--- config.mk ---
export PLATFORM = sky130hd
export DESIGN_NAME = link_test_top
export DESIGN_NICKNAME = d
export VERILOG_FILES = /design/src/hdl/link_status_pkg.sv /design/src/hdl/harness_pkg.sv /design/src/hdl/reset_sequencer.sv /design/src/hdl/pattern_generator.sv /design/src/hdl/loopback_phy.sv /design/src/hdl/pattern_checker.sv /design/src/hdl/link_test_top.sv
export VERILOG_INCLUDE_DIRS = /design/src /design/src/include
export SDC_FILE = /design/constraint.sdc
export NUM_CORES = 1
export LEC_CHECK = 0
export BUFFER_PORTS_ARGS = -buffer_cell sky130_fd_sc_hd__buf_2
export CAP_MARGIN = 20
export CORE_ASPECT_RATIO = 0.6
export CORE_MARGIN = 4
export CORE_UTILIZATION = 30
export DETAILED_ROUTE_END_ITERATION = 16
export SYNTH_ARGS = -nofsm -noshare
export SYNTH_HDL_FRONTEND = slang
export SYNTH_SLANG_ARGS = --single-unit
--- constraint.sdc ---
create_clock -name fclk -period 7.65 [get_ports fclk]
set_input_delay 0 -clock fclk [delete_from_list [all_inputs] [get_ports fclk]]
set_output_delay 0 -clock fclk [all_outputs]
set_load 0.005 [all_outputs]
--- src/include/link_test_consts.svh ---
//////////////////////////////////////////////////////////////////////
// Link test constants
// Widths, reset and training lengths, loopback channel depth
//////////////////////////////////////////////////////////////////////

`ifndef LINK_TEST_CONSTS_SVH
`define LINK_TEST_CONSTS_SVH

// Stream data width
`define LT_DATA_W 64

// Cycles the stretched reset is held after the request clears
`define LT_RST_CYCLES 16

// Cycles spent in link training
`define LT_TRAIN_CYCLES 32

// Loopback channel depth in cycles
`define LT_LINK_LATENCY 4

`endif

--- src/hdl/link_status_pkg.sv ---
//////////////////////////////////////////////////////////////////////
// Link status package
// Status and error codes reported by the PHY
//////////////////////////////////////////////////////////////////////

`default_nettype none

package link_status_pkg;

   typedef enum logic [3:0] {
      LINK_RESET     = 4'b0000,
      LINK_WAIT_LANE = 4'b0001,
      LINK_TRAINING  = 4'b0010,
      LINK_READY     = 4'b0100
   } link_state_e;

   // Lane loss stays recorded until reset
   typedef enum logic [3:0] {
      ECODE_NONE      = 4'h0,
      ECODE_LANE_LOST = 4'h1
   } link_ecode_e;

endpackage

`default_nettype wire

--- src/hdl/harness_pkg.sv ---
//////////////////////////////////////////////////////////////////////
// Harness package
// State types of the reset sequencer and the pattern checker
//////////////////////////////////////////////////////////////////////

`default_nettype none

package harness_pkg;

   typedef enum logic [1:0] {RST_HOLD, RST_COUNT, RST_DONE} rst_seq_state_e;

   typedef enum logic [1:0] {CHK_IDLE, CHK_RUN, CHK_ERROR} chk_state_e;

endpackage

`default_nettype wire

--- src/hdl/reset_sequencer.sv ---
//////////////////////////////////////////////////////////////////////
// Reset sequencer
// Syncs the reset request and stretches it into a counted reset
//////////////////////////////////////////////////////////////////////

`timescale 1ns/1ps
`default_nettype none

`include "link_test_consts.svh"

module reset_sequencer (
   input  logic fclk,
   input  logic arstn,
   input  logic rst_req,
   output logic sys_rstn
);
   import harness_pkg::*;

   localparam int CNT_W = $clog2(`LT_RST_CYCLES + 1);

   logic [1:0]       req_sync;
   logic             req_ok;
   logic [CNT_W-1:0] cnt;
   rst_seq_state_e   state;

   // Two-stage synchronizer on the request
   always_ff @(posedge fclk or negedge arstn) begin
      if (!arstn) begin
         req_sync <= 2'b00;
      end else begin
         req_sync <= {req_sync[0], rst_req};
      end
   end

   assign req_ok = req_sync[1];

   always_ff @(posedge fclk or negedge arstn) begin
      if (!arstn) begin
         state    <= RST_HOLD;
         cnt      <= '0;
         sys_rstn <= 1'b0;
      end else if (!req_ok) begin
         state    <= RST_HOLD;
         cnt      <= '0;
         sys_rstn <= 1'b0;
      end else begin
         case (state)
            RST_HOLD: begin
               state <= RST_COUNT;
               cnt   <= CNT_W'(1);
            end
            RST_COUNT: begin
               if (cnt == CNT_W'(`LT_RST_CYCLES - 1)) begin
                  state    <= RST_DONE;
                  sys_rstn <= 1'b1;
               end else begin
                  cnt <= cnt + CNT_W'(1);
               end
            end
            RST_DONE: sys_rstn <= 1'b1;
            default:  state <= RST_HOLD;
         endcase
      end
   end

endmodule

`default_nettype wire

--- src/hdl/pattern_generator.sv ---
//////////////////////////////////////////////////////////////////////
// Pattern generator
// Incrementing counter on the transmit stream
//////////////////////////////////////////////////////////////////////

`timescale 1ns/1ps
`default_nettype none

`include "link_test_consts.svh"

module pattern_generator (
   input  logic                  fclk,
   input  logic                  sys_rstn,
   output logic [`LT_DATA_W-1:0] tx_tdata,
   output logic                  tx_tvalid,
   input  logic                  tx_tready
);

   logic tx_xfer;

   assign tx_xfer = tx_tvalid && tx_tready;

   always_ff @(posedge fclk or negedge sys_rstn) begin
      if (!sys_rstn) begin
         tx_tvalid <= 1'b0;
         tx_tdata  <= '0;
      end else begin
         tx_tvalid <= 1'b1;
         // Hold the word under back-pressure
         if (tx_xfer) begin
            tx_tdata <= tx_tdata + `LT_DATA_W'(1);
         end
      end
   end

endmodule

`default_nettype wire

--- src/hdl/loopback_phy.sv ---
//////////////////////////////////////////////////////////////////////
// Loopback PHY
// Link training FSM and a fixed-latency loopback channel
//////////////////////////////////////////////////////////////////////

`timescale 1ns/1ps
`default_nettype none

`include "link_test_consts.svh"

module loopback_phy (
   input  logic                         fclk,
   input  logic                         sys_rstn,
   input  logic [1:0]                   sfp_enable,
   input  logic                         inject_error,
   input  logic [`LT_DATA_W-1:0]        tx_tdata,
   input  logic                         tx_tvalid,
   output logic                         tx_tready,
   output logic [`LT_DATA_W-1:0]        rx_tdata,
   output logic                         rx_tvalid,
   output link_status_pkg::link_state_e status,
   output link_status_pkg::link_ecode_e ecode,
   output logic [1:0]                   sfp_tx_enable
);
   import link_status_pkg::*;

   localparam int TRAIN_W = $clog2(`LT_TRAIN_CYCLES + 1);
   localparam int LAT     = `LT_LINK_LATENCY;

   logic [TRAIN_W-1:0]    train_cnt;
   logic                  lane_up;
   logic                  tx_xfer;
   logic [`LT_DATA_W-1:0] tx_word;
   logic [`LT_DATA_W-1:0] pipe_data [LAT];
   logic [LAT-1:0]        pipe_valid;

   assign lane_up   = sfp_enable[0];
   assign tx_tready = (status == LINK_READY);
   assign tx_xfer   = tx_tvalid && tx_tready;

   // Transmitter stays off until the PHY leaves reset
   assign sfp_tx_enable = (status == LINK_RESET) ? 2'b00 : sfp_enable;

   // Injected words get bit 0 flipped
   assign tx_word = {tx_tdata[`LT_DATA_W-1:1], tx_tdata[0] ^ inject_error};

   // Training FSM
   always_ff @(posedge fclk or negedge sys_rstn) begin
      if (!sys_rstn) begin
         status    <= LINK_RESET;
         train_cnt <= '0;
      end else begin
         case (status)
            LINK_RESET: begin
               status <= LINK_WAIT_LANE;
            end
            LINK_WAIT_LANE: begin
               train_cnt <= '0;
               if (lane_up) begin
                  status <= LINK_TRAINING;
               end
            end
            LINK_TRAINING: begin
               if (!lane_up) begin
                  status <= LINK_WAIT_LANE;
               end else if (train_cnt == TRAIN_W'(`LT_TRAIN_CYCLES - 1)) begin
                  status <= LINK_READY;
               end else begin
                  train_cnt <= train_cnt + TRAIN_W'(1);
               end
            end
            LINK_READY: begin
               if (!lane_up) begin
                  status <= LINK_WAIT_LANE;
               end
            end
            default: status <= LINK_RESET;
         endcase
      end
   end

   // Sticky lane loss
   always_ff @(posedge fclk or negedge sys_rstn) begin
      if (!sys_rstn) begin
         ecode <= ECODE_NONE;
      end else if (status == LINK_READY && !lane_up) begin
         ecode <= ECODE_LANE_LOST;
      end
   end

   // Channel valid bits, drained regardless of link state
   always_ff @(posedge fclk or negedge sys_rstn) begin
      if (!sys_rstn) begin
         pipe_valid <= '0;
      end else begin
         pipe_valid <= {pipe_valid[LAT-2:0], tx_xfer};
      end
   end

   always_ff @(posedge fclk) begin
      pipe_data[0] <= tx_word;
      for (int i = 1; i < LAT; i++) begin
         pipe_data[i] <= pipe_data[i-1];
      end
   end

   assign rx_tdata  = pipe_data[LAT-1];
   assign rx_tvalid = pipe_valid[LAT-1];

endmodule

`default_nettype wire

--- src/hdl/pattern_checker.sv ---
//////////////////////////////////////////////////////////////////////
// Pattern checker
// Compares received words with a reference counter
//////////////////////////////////////////////////////////////////////

`timescale 1ns/1ps
`default_nettype none

`include "link_test_consts.svh"

module pattern_checker (
   input  logic                  fclk,
   input  logic                  sys_rstn,
   input  logic [`LT_DATA_W-1:0] rx_tdata,
   input  logic                  rx_tvalid,
   output logic                  data_error
);
   import harness_pkg::*;

   logic [`LT_DATA_W-1:0] ref_data;
   logic                  mismatch;
   chk_state_e            state;

   assign mismatch = rx_tvalid && (rx_tdata != ref_data);

   // Reference advances on every valid word
   always_ff @(posedge fclk or negedge sys_rstn) begin
      if (!sys_rstn) begin
         ref_data <= '0;
      end else if (rx_tvalid) begin
         ref_data <= ref_data + `LT_DATA_W'(1);
      end
   end

   always_ff @(posedge fclk or negedge sys_rstn) begin
      if (!sys_rstn) begin
         state <= CHK_IDLE;
      end else begin
         case (state)
            CHK_IDLE: begin
               if (rx_tvalid) begin
                  state <= mismatch ? CHK_ERROR : CHK_RUN;
               end
            end
            CHK_RUN: begin
               if (mismatch) begin
                  state <= CHK_ERROR;
               end
            end
            // Held until reset
            CHK_ERROR: state <= CHK_ERROR;
            default:   state <= CHK_IDLE;
         endcase
      end
   end

   assign data_error = (state == CHK_ERROR);

endmodule

`default_nettype wire

--- src/hdl/link_test_top.sv ---
//////////////////////////////////////////////////////////////////////
// Link test top
// Reset sequencer, pattern source and sink around the PHY, LED status
//////////////////////////////////////////////////////////////////////

`timescale 1ns/1ps
`default_nettype none

`include "link_test_consts.svh"

module link_test_top (
   input  logic                         fclk,
   input  logic                         arstn,
   input  logic                         rst_req,
   input  logic [1:0]                   sfp_enable,
   input  logic                         inject_error,
   output logic [1:0]                   sfp_tx_enable,
   output link_status_pkg::link_state_e status,
   output link_status_pkg::link_ecode_e ecode,
   output logic [2:0]                   led
);
   import link_status_pkg::*;

   logic                  sys_rstn;
   logic [`LT_DATA_W-1:0] tx_tdata;
   logic                  tx_tvalid;
   logic                  tx_tready;
   logic [`LT_DATA_W-1:0] rx_tdata;
   logic                  rx_tvalid;
   logic                  rx_tready;
   logic                  data_error;

   // Receive side never back-pressures
   assign rx_tready = 1'b1;

   reset_sequencer u_reset_sequencer (
      .fclk    (fclk),
      .arstn   (arstn),
      .rst_req (rst_req),
      .sys_rstn(sys_rstn)
   );

   pattern_generator u_pattern_generator (
      .fclk     (fclk),
      .sys_rstn (sys_rstn),
      .tx_tdata (tx_tdata),
      .tx_tvalid(tx_tvalid),
      .tx_tready(tx_tready)
   );

   loopback_phy u_loopback_phy (
      .fclk         (fclk),
      .sys_rstn     (sys_rstn),
      .sfp_enable   (sfp_enable),
      .inject_error (inject_error),
      .tx_tdata     (tx_tdata),
      .tx_tvalid    (tx_tvalid),
      .tx_tready    (tx_tready),
      .rx_tdata     (rx_tdata),
      .rx_tvalid    (rx_tvalid),
      .status       (status),
      .ecode        (ecode),
      .sfp_tx_enable(sfp_tx_enable)
   );

   pattern_checker u_pattern_checker (
      .fclk      (fclk),
      .sys_rstn  (sys_rstn),
      .rx_tdata  (rx_tdata),
      .rx_tvalid (rx_tvalid && rx_tready),
      .data_error(data_error)
   );

   // Board LEDs
   assign led[0] = (status == LINK_READY);
   assign led[1] = (ecode == ECODE_NONE);
   assign led[2] = ~data_error;

endmodule

`default_nettype wire

==> results.ini, run 1 <==
[final_layout]
multi_input_area_um2=3910
mostFrequentLayoutCell=dfxtp_1
fillerInstances=4092
final_net_count=1071
regArea_um2=9010
drive_above_1_share_pct=8.99
finish.utilization_pct=35.5
layout_common_cells=dfxtp_1, dfrtp_1, xnor2_1
area_delta_synth_final_pct=15.5

[min_path]
worst_hold_startpoint=rst_req
holdPathEnd=u_reset_sequencer.req_sync[0]
whs_path_depth=2
worstHoldPathType=input pin to flip-flop

[power_and_ir_drop]
ir_worst_vdd_v=0.000166
leakagePower_uw=0.00642
powerDensity_nw_per_um2=294
total_power_uw=4430

[outcome]
status=finished, final reports clean

[floorplan]
initial_utilization_pct=30.8
die-area_um2=47100
die_h_um=170
coreArea_um2=42500
die_width_um=277
io_pins=19
rows=58

[global_routing]
grt_max_degree=62
grt_pass1_wl_um=38500
grt_pass1_vias=6783
antenna_found_initial=0
grt_use_total_pct=10.3
overflow=0

[timing]
tightest_slew_ns=0.792
hold_viol=0
setup_viol=0
fin_crit_sh_pct=35.7
slew_violations=0
relSlewSlack_pct=47.2
fmax_mhz=366
setup_ws_ns=4.92
period_minus_slack_ns=2.73
clock_skew_ns=0.0192
grt_setup_unrepaired=no
tns_ns=0

[logic_synthesis]
async_flop_share_pct=37.7
synthTopCellsByArea=dfxtp_1, dfrtp_1, xnor2_1
yosys.area.top_type=dfxtp_1
synth_compound_area_share_pct=1.58
ys_seq_elements=411
synth_xor_area_share_pct=12.9
yosysSeqAreaShare_pct=68.9
synth_top_area_share_pct=39.2
muxShareOfSynthArea_pct=0.326
synthSimpleGateAreaFrac_pct=13.7
avgSynthCellArea_um2=13.0
syn-cell-area_um2=13100
synth_edf_count=0
synth_cells=1004
synth_fa_ha_area_share_pct=1.24
ys_warn_count=0
synth.distinct_cells=52
synth_top_family_by_area=simple AND/OR/NAND/NOR gates
synth_ff_type=dfxtp_1

[clocking]
cts.clk_slew.worst_paths_ns=0.07
clockRootBuffer=clkbuf_16
cts_resized=0
cts_tree=done
cts_inserted_buffers=35
clock_latency_ns=0.53
htreeDepth=2
clkSinkCount=411
clock_path_buffers=3

[worst_setup_path]
start_kind=flip-flop
critPathKind=flip-flop to flip-flop
rr_endpoint=u_pattern_generator.tx_tdata[59]
cp_max_fo=12
critPathArrivalTime_ns=3.18
r2r-start=u_loopback_phy.status[0]
cp.required_ns=8.10
rrSetupSlack_ns=4.92
worst_setup_path_end_kind=flip-flop
reg2reg_depth=6

[route]
drt_iter0_drc=435
drtPass1Iterations=4
wire_per_inst_um=14.5
routed_wl_um=23900
route.detailed.drc=0
vias_per_cell=4.20
vias=6934
drtAntennaViolNets=0

[place]
routabilityCongestion=0.826
io_buffers=14
dp_hpwl_um=17000
dp_slack_ns=4.91

[flow_run]
cap_viol_max_count=0

[logic make-up (layout without fill, tap and decap cells)]
kind of cell	Yosys count	after routing
buffers and inverters	36	108
other	2	6
xor gates and xnor gates	193	193
adders and majority gates	13	13
muxes	4	4
AOI/OAI and AO/OA	33	33
and+or+nand+nor	312	312
DFF	411	411
[synth_stat cells, types with 4 or more instances]
cell type and number:
dfxtp_1 256, dfrtp_1 155, xnor2_1 133, nand2_1 65
xor2_1 60, nor2_1 55, nand4_1 42, nand3_1 41
inv_1 22, and3_1 18, nor3_1 17, and4_1 15
ha_1 13, nor2b_1 13, a21oi_1 10, and2_1 8
buf_4 7, nor4_1 7, o21ai_0 7, buf_2 4
nor4_2 4, or3_1 4
[critical path, cell delays in order (launching register included)]
cell,delay [ns]
dfrtp_1,0.48
and4bb_1,0.56
nand4_4,0.18
nor4_4,0.56
nand3_2,0.39
nor3_1,0.31
xor2_1,0.17
[through the flow]
step | instance area (µm²) | instances | hold WS, ns
after detailed placement | 13800 | 1580 | -0.123
after global placement | 13800 | 1580 | -0.124
final | 15100 | 1650 | 0.162
after CTS | 15100 | 1649 | 0.138
after global routing | 15100 | 1649 | 0.171
after floorplan | 13100 | 1007 | -0.296
[layer usage]
metal | GRT usage, % | part of all wire [%] | vias to the layer above
li1 | - | - | 3439
met4 | 3.28 | 2.0 | 0
met1 | 17.3 | 59 | 3332
met2 | 12.1 | 34 | 129
met3 | 2.68 | 5.4 | 34
met5 | 0 | 0 | -
[power by group]
group          switching [µW]  internal, µW  total [µW]  leakage, µW
logic                     212          90.5         303      0.00165
clock network             769          1070        1840     0.000603
registers                97.4          2190        2290      0.00417
total                    1080          3350        4430      0.00642
[timing repair]
| item | 4_1_cts | 5_1_grt |
|---|---|---|
| setup buffers | 0 | 0 |
| hold buffers | 5 | 0 |
| endpoints found under the hold margin | 17 | 0 |
[area by class of cell]
class	instances	area share [%]
inverter	22	0.547
clock buffer	55	7.55
multi-input combinational	560	25.9
sequential	411	59.7
tap	570	4.73
clock inverter	9	0.614
timing repair buffer	22	0.945
antenna	1	0.0166
[flip-flops by register name, summed over array words and instances (netlist names)]
signal,count
u_loopback_phy.pipe_data,256
u_pattern_checker.ref_data,64
u_pattern_generator.tx_tdata,64
u_loopback_phy.train_cnt,6
u_reset_sequencer.cnt,5
u_loopback_phy.pipe_valid,4
u_loopback_phy.status,3
u_pattern_checker.state,2
u_reset_sequencer.req_sync,2
u_reset_sequencer.state,2
u_loopback_phy.ecode,1
u_pattern_generator.tx_tvalid,1
u_reset_sequencer.sys_rstn,1
[how the worst max path moves through the flow]
stage                                from                          endpoint  slack (ns)
2_1_floorplan  u_reset_sequencer.sys_rstn           u_loopback_phy.ecode[0]        3.23
3_3_place_gp     u_loopback_phy.status[0]  u_pattern_generator.tx_tdata[59]        4.96
3_5_place_dp     u_loopback_phy.status[1]  u_pattern_generator.tx_tdata[59]        4.91
4_1_cts          u_loopback_phy.status[0]  u_pattern_generator.tx_tdata[59]        4.88
5_1_grt          u_loopback_phy.status[0]  u_pattern_generator.tx_tdata[63]        4.63
6_report         u_loopback_phy.status[0]  u_pattern_generator.tx_tdata[59]        4.92
No activity file was read; power rests on OpenSTA's default activity.
==> run 2: changes to the inputs <==
==> constraint.sdc (replaced) <==
create_clock -name fclk -period 2.8 [get_ports fclk]
set_input_delay 0 -clock fclk [delete_from_list [all_inputs] [get_ports fclk]]
set_output_delay 0 -clock fclk [all_outputs]
set_load 0.005 [all_outputs]
==> results.ini, run 2 (synthesized netlist as in run 1, its figures left out) <==
[outcome]
status=finished, final reports clean

[final_layout]
reg_top3=u_loopback_phy.pipe_data: 256 flops, u_pattern_checker.ref_data: 64 flops, u_pattern_generator.tx_tdata: 64 flops
area_delta_synth_final_pct=16.2
drive_above_1_share_pct=10.4  ; +1.4 points
top_register=u_loopback_phy.pipe_data
layout_common_cells=dfxtp_1, dfrtp_1, xnor2_1
mostFrequentLayoutCell=dfxtp_1
largest_reg_flops=256  ; unchanged
finish.utilization_pct=35.8  ; +0.21 points
diodes=0  ; -1
final_net_count=1081  ; +0.93%
fillerInstances=4101  ; +0.22%

[worst_setup_path]
rrSetupSlack_ns=0.39  ; -4.53 ns
rr_endpoint=u_pattern_checker.ref_data[58]
reg2reg_depth=7  ; +1
r2r-start=u_pattern_checker.ref_data[0]
cp_max_fo=5  ; -7
critPathKind=flip-flop to flip-flop
start_kind=flip-flop
critPathArrivalTime_ns=2.85  ; -0.33 ns
worst_setup_path_end_kind=flip-flop
cp.required_ns=3.24  ; -4.86 ns

[global_routing]
grt_pass1_vias=6617  ; -2.4%
grt_max_degree=72  ; +16%
grt_pass1_wl_um=38900  ; +1.1%
antenna_found_initial=1  ; +1
grt_use_total_pct=10.5  ; +0.15 points
overflow=0  ; unchanged

[power_and_ir_drop]
powerDensity_nw_per_um2=801  ; +170%
pwr-share-comb_pct=7.0  ; +0.2 points
seqPwrFrac_pct=51.6  ; about the same
netSwitchingPower_uw=3000  ; +180%
leakagePower_uw=0.00649  ; +0.99%
ir_worst_vdd_v=0.000666  ; +300%
p_int_uw=9160  ; +170%
swShare_pct=24.7  ; +0.36 points
clkPwrFrac_pct=41.5  ; about the same

[clocking]
cts_setup_buffers=0  ; unchanged
htreeDepth=2  ; unchanged
cts.clk_slew.worst_paths_ns=0.07  ; about the same
cts_inserted_buffers=36  ; +2.9%
cts_resized=0  ; unchanged
clockRootBuffer=clkbuf_16
clock_path_buffers=3  ; unchanged
clock_latency_ns=0.53  ; about the same
clkSinkCount=411  ; unchanged
cts_tree=done

[route]
routed_wl_um=24400  ; +2.1%
drtAntennaViolNets=0  ; unchanged
drtPass1Iterations=5  ; +1
wire_per_inst_um=14.7  ; +1.5%
drt_iter0_drc=390  ; -10%
vias_per_cell=4.15  ; -1.2%
vias=6894  ; -0.58%
route.detailed.drc=0  ; unchanged

[timing]
tns_ns=0  ; unchanged
period_minus_slack_ns=2.41  ; -0.315 ns
grt_setup_unrepaired=no
hold_viol=0  ; unchanged
fin_crit_sh_pct=86.2  ; +51 points
tightest_slew_ns=0.665  ; -0.127 ns
slew_violations=0  ; unchanged
setup_viol=0  ; unchanged
relSlewSlack_pct=55.7  ; +8.5 points
fmax_mhz=414  ; +13%
clock_skew_ns=0.0182  ; -0.000940 ns

[place]
dp_hpwl_um=17200  ; +0.96%
routabilityCongestion=0.829  ; +0.31%
io_buffers=14  ; unchanged

[floorplan]
coreArea_um2=42500  ; unchanged
rows=58  ; unchanged
io_pins=19  ; unchanged
initial_utilization_pct=30.8  ; unchanged
die_width_um=277  ; unchanged
die-area_um2=47100  ; unchanged
die_h_um=170  ; unchanged

[flow_run]
cap_viol_max_count=0  ; unchanged

[min_path]
whs_path_depth=2  ; unchanged
worst_hold_startpoint=rst_req
worstHoldPathType=input pin to flip-flop
holdPathEnd=u_reset_sequencer.req_sync[0]

-- run 2: cell count changes in the layout (fill, tap and decap cells not counted), sizes merged --
cell / delta
clkbuf: -3
clkinv: +2
inv: +3
clkinvlp: +1
diode: -1
bufinv: -1
buf: +9
-- run 2: what timing repair did --
| action | 4_1_cts | 5_1_grt |
|---|---|---|
| endpoints found under the setup margin | 0 | 0 |
| endpoints found under the hold margin | 17 | 0 |
| hold buffers | 5 | 0 |
-- run 2: per-stage QoR --
step | setup WS [ns] | hold slack, ns | area [µm²] | instances | power [µW]
4_1_cts | 0.347 | 0.127 | 15200 | 1660 | 12400
6_report | 0.386 | 0.144 | 15200 | 1660 | 12200
3_5_place_dp | 0.374 | -0.123 | 13900 | 1589 | 7290
3_3_place_gp | 0.412 | -0.126 | 13900 | 1589 | 7260
2_1_floorplan | 0.350 | -0.296 | 13100 | 1007 | 6900
5_1_grt | 0.0776 | 0.143 | 15200 | 1660 | 12800
-- run 2: area by class of cell --
type / count / area (µm²) / area share, %
sequential: 411 / 9010 / 59.3
multi-input combinational: 560 / 3910 / 25.8
clock buffer: 52 / 1150 / 7.57
tap: 570 / 713 / 4.70
timing repair buffer: 31 / 223 / 1.47
clock inverter: 14 / 95.1 / 0.626
inverter: 22 / 82.6 / 0.544
-- run 2: critical path, cell delays in order, from the launching register on --
cell      delay [ns]
dfrtp_1         0.51
ha_1            0.22
and3_1          0.24
nand4b_1        0.21
nor4_4          0.49
nand3_1         0.29
nor2_1          0.20
xor2_1          0.17
-- run 2: worst max path at each step --
stage                                      from                          endpoint  slack [ns]  cells after the start
2_1_floorplan        u_reset_sequencer.sys_rstn           u_loopback_phy.ecode[0]        0.35                      0
3_3_place_gp      u_pattern_checker.ref_data[0]    u_pattern_checker.ref_data[58]        0.41                      7
3_5_place_dp   u_pattern_generator.tx_tdata[10]  u_pattern_generator.tx_tdata[56]        0.37                      6
4_1_cts        u_pattern_generator.tx_tdata[10]  u_pattern_generator.tx_tdata[56]        0.35                      6
5_1_grt        u_pattern_generator.tx_tdata[28]  u_pattern_generator.tx_tdata[56]        0.08                      6
6_report          u_pattern_checker.ref_data[0]    u_pattern_checker.ref_data[58]        0.39                      7
-- run 2: power groups by stage --
stage / Combinational [µW] / Sequential (µW) / Clock (µW)
after floorplan: 404 / 6490 / 0
after global placement: 866 / 6400 / 0
after detailed placement: 882 / 6400 / 0
after CTS: 893 / 6280 / 5190
after global routing: 1010 / 6310 / 5450
final: 848 / 6270 / 5040
-- run 2: routing by layer --
| metal | wire length (µm) | GRT usage [%] | vias to the layer above | share of wire (%) |
|---|---|---|---|---|
| met5 | 0 | 0 | - | 0 |
| met2 | 8440 | 12.4 | 138 | 35 |
| met3 | 1300 | 2.36 | 33 | 5.3 |
| met1 | 14300 | 17.9 | 3274 | 58 |
| li1 | - | - | 3449 | - |
| met4 | 404 | 2.85 | 0 | 1.7 |
==> run 3: changes to the inputs <==
--- a/config.mk
+++ b/config.mk
@@ -14,4 +14,5 @@
 export DETAILED_ROUTE_END_ITERATION = 16
 export SYNTH_ARGS = -nofsm -noshare
 export SYNTH_HDL_FRONTEND = slang
+export SYNTH_HIERARCHICAL = 1
 export SYNTH_SLANG_ARGS = --single-unit
==> results.ini, run 3 <==
[outcome]
status=finished, final reports clean

[flow_run]
cap_viol_max_count=0  ; unchanged

[floorplan]
die-area_um2=47300  ; +0.53%
io_pins=19  ; unchanged
die_width_um=278  ; +0.27%
coreArea_um2=43300  ; +2.1%
initial_utilization_pct=30.3  ; -0.46 points
rows=59  ; +1.7%
die_h_um=170  ; +0.26%

[final_layout]
drive_above_1_share_pct=11.5  ; +1.2 points
top_register=u_loopback_phy/pipe_data
diodes=0  ; unchanged
reg_top3=u_loopback_phy/pipe_data: 256 flops, u_pattern_checker/ref_data: 64 flops, u_pattern_generator/tx_tdata: 64 flops
fin_area_um2=15300  ; +0.48%
largest_reg_flops=256  ; unchanged
area_delta_synth_final_pct=16.1  ; about the same
final_net_count=1082  ; +0.093%
layout_common_cells=dfxtp_1, dfrtp_1, xnor2_1
finish.utilization_pct=35.2  ; -0.56 points
fillerInstances=4185  ; +2.0%
mostFrequentLayoutCell=dfxtp_1

[power_and_ir_drop]
seqPwrFrac_pct=53.6  ; +2.0 points
leakagePower_uw=0.00638  ; -1.6%
total_power_uw=11100  ; -8.8%
powerDensity_nw_per_um2=727  ; -9.2%
p_int_uw=8860  ; -3.2%
netSwitchingPower_uw=2230  ; -26%
clkPwrFrac_pct=44.9  ; +3.4 points
pwr-share-comb_pct=1.5  ; -5.5 points
swShare_pct=20.1  ; -4.6 points
ir_worst_vdd_v=0.000305  ; -54%

[logic_synthesis]
synth_edf_count=0  ; unchanged
yosysMostFrequentCell=dfxtp_1
synthTopCellsByArea=dfxtp_1, dfrtp_1, xnor2_1
ys_seq_elements=411  ; unchanged
synth_top_area_share_pct=39.0  ; -0.22 points
yosys.area.top_type=dfxtp_1
avgSynthCellArea_um2=13.1  ; +0.76%
syn-cell-area_um2=13100  ; +0.56%
synth_ff_type=dfxtp_1
synth.distinct_cells=59  ; +13%
ys_warn_count=6  ; +6
async_flop_share_pct=37.7  ; unchanged
synth_cells=1002  ; -0.20%
ys_top_cells_by_count=dfxtp_1, dfrtp_1, xnor2_1
yosysSeqAreaShare_pct=68.5  ; -0.38 points

[global_routing]
grt_use_total_pct=10.6  ; +0.15 points
grt_pass1_wl_um=39900  ; +2.6%
grt_pass1_vias=7045  ; +6.5%
grt_max_degree=78  ; +8.3%
overflow=0  ; unchanged
antenna_found_initial=1  ; unchanged

[timing]
period_minus_slack_ns=2.61  ; +0.194 ns
hold_viol=0  ; unchanged
fin_crit_sh_pct=93.1  ; +6.9 points
fmax_mhz=383  ; -7.4%
slew_violations=0  ; unchanged
tns_ns=0  ; unchanged
relSlewSlack_pct=61.7  ; +6.0 points
clock_skew_ns=0.0215  ; +0.00320 ns
timing.hold.ws_ns=0.136  ; -0.00880 ns
grt_setup_unrepaired=no
tightest_slew_ns=0.569  ; -0.0954 ns
setup_viol=0  ; unchanged

[route]
drt_iter0_drc=551  ; +41%
drtPass1Iterations=5  ; unchanged
route.detailed.drc=0  ; unchanged
routed_wl_um=24900  ; +1.9%
drtAntennaViolNets=0  ; unchanged
vias=7137  ; +3.5%
wire_per_inst_um=14.9  ; +1.1%
vias_per_cell=4.27  ; +2.8%

[clocking]
cts_inserted_buffers=35  ; -2.8%
htreeDepth=2  ; unchanged
clockRootBuffer=clkbuf_16
clkSinkCount=411  ; unchanged
clock_latency_ns=0.52  ; about the same
cts_resized=0  ; unchanged
cts_tree=done
cts.clk_slew.worst_paths_ns=0.07  ; about the same
clock_path_buffers=3  ; unchanged

[worst_setup_path]
critPathKind=flip-flop to flip-flop
cp.required_ns=3.24  ; about the same
crit_path_cell_trace=and2b_2 -> nor2b_1 -> nand2_1 -> or3_1 -> or4_4 -> nor4_2 -> xor2_1
critPathArrivalTime_ns=3.05  ; +0.20 ns
cp_slowest_stage_delay_ns=0.69  ; +0.18 ns
rr_endpoint=u_pattern_generator/tx_tdata[60]
cp_max_fo=14  ; +9
reg2reg_depth=7  ; unchanged
worst_setup_path_end_kind=flip-flop
start_kind=flip-flop
r2r-start=u_loopback_phy/status[1]
crit_path_top_delay_cell=or4_4
rrSetupSlack_ns=0.19  ; -0.19 ns

[min_path]
whs_path_depth=2  ; unchanged
holdPathEnd=u_reset_sequencer/req_sync[0]
worstHoldPathType=input pin to flip-flop
worst_hold_startpoint=rst_req

[place]
dp_hpwl_um=17800  ; +3.8%
routabilityCongestion=0.829  ; about the same
dpl-instance-area_um2=14000  ; +0.85%
io_buffers=14  ; unchanged

run 3: what timing repair did:
action,4_1_cts,5_1_grt
endpoints found under the hold margin,17,0
setup buffers,0,0
hold buffers,5,0
run 3: area by class of cell:
| class | count | area (µm²) | share of cell area [%] |
|---|---|---|---|
| Multi-Input combinational cell | 555 | 3950 | 25.9 |
| Clock buffer | 50 | 1070 | 7.00 |
| Tap cell | 579 | 724 | 4.75 |
| Clock inverter | 13 | 131 | 0.861 |
| Inverter | 26 | 97.6 | 0.640 |
| Sequential cell | 411 | 9010 | 59.1 |
| Timing Repair Buffer | 38 | 275 | 1.80 |
run 3: kinds of logic (layout without fill, tap and decap cells):
kind of cell | Yosys count | count (layout) | share of synthesized area (%)
simple gates | 318 | 318 | 14.3
other cells | 2 | 5 | 0.0572
xor+xnor | 191 | 191 | 12.7
buf+inv | 39 | 127 | 1.52
flops | 411 | 411 | 68.5
compound gates | 23 | 23 | 1.27
fa+ha+maj | 10 | 10 | 0.933
mux | 8 | 8 | 0.638
run 3: routing by layer:
| layer | up-vias | global-route usage (%) | wire length, µm |
|---|---|---|---|
| li1 | 3526 | - | - |
| met1 | 3431 | 17.4 | 14000 |
| met2 | 146 | 13.4 | 9020 |
| met3 | 34 | 2.61 | 1380 |
| met4 | 0 | 2.82 | 439 |
| met5 | - | 0 | 0 |
run 3: how the worst max path moves through the flow:
stage / start / cells after the start / to / slack [ns]
finish: u_loopback_phy/status[1] / 7 / u_pattern_generator/tx_tdata[60] / 0.19
global route: u_loopback_phy/status[1] / 7 / u_pattern_generator/tx_tdata[60] / 0.04
CTS: u_loopback_phy/status[1] / 7 / u_pattern_generator/tx_tdata[60] / 0.18
detailed placement: u_loopback_phy/status[1] / 7 / u_pattern_generator/tx_tdata[60] / 0.18
global placement: u_loopback_phy/status[1] / 7 / u_pattern_generator/tx_tdata[60] / 0.24
floorplan: u_loopback_phy/status[1] / 10 / u_pattern_generator/tx_tdata[52] / 0.02
run 3: metrics by stage:
| step | worst slack (ns) | std cells |
|---|---|---|
| floorplan | 0.0229 | 1005 |
| global placement | 0.244 | 1604 |
| detailed placement | 0.180 | 1604 |
| CTS | 0.179 | 1672 |
| global route | 0.0417 | 1672 |
| finish | 0.192 | 1672 |
run 3: critical path: cells and delay by family, from the launching register on:
family           cells  cell delay [ns]
flip-flops           1             0.37
AND/OR/NAND/NOR      6             1.97
XOR/XNOR             1             0.20
run 3: power groups by stage:
stage	sequential [µW]	combinational (µW)	clock [µW]
final	5940	167	4980
after global routing	5940	192	5360
after CTS	5940	169	5110
after detailed placement	6070	163	0
after global placement	6070	158	0
after floorplan	6070	108	0
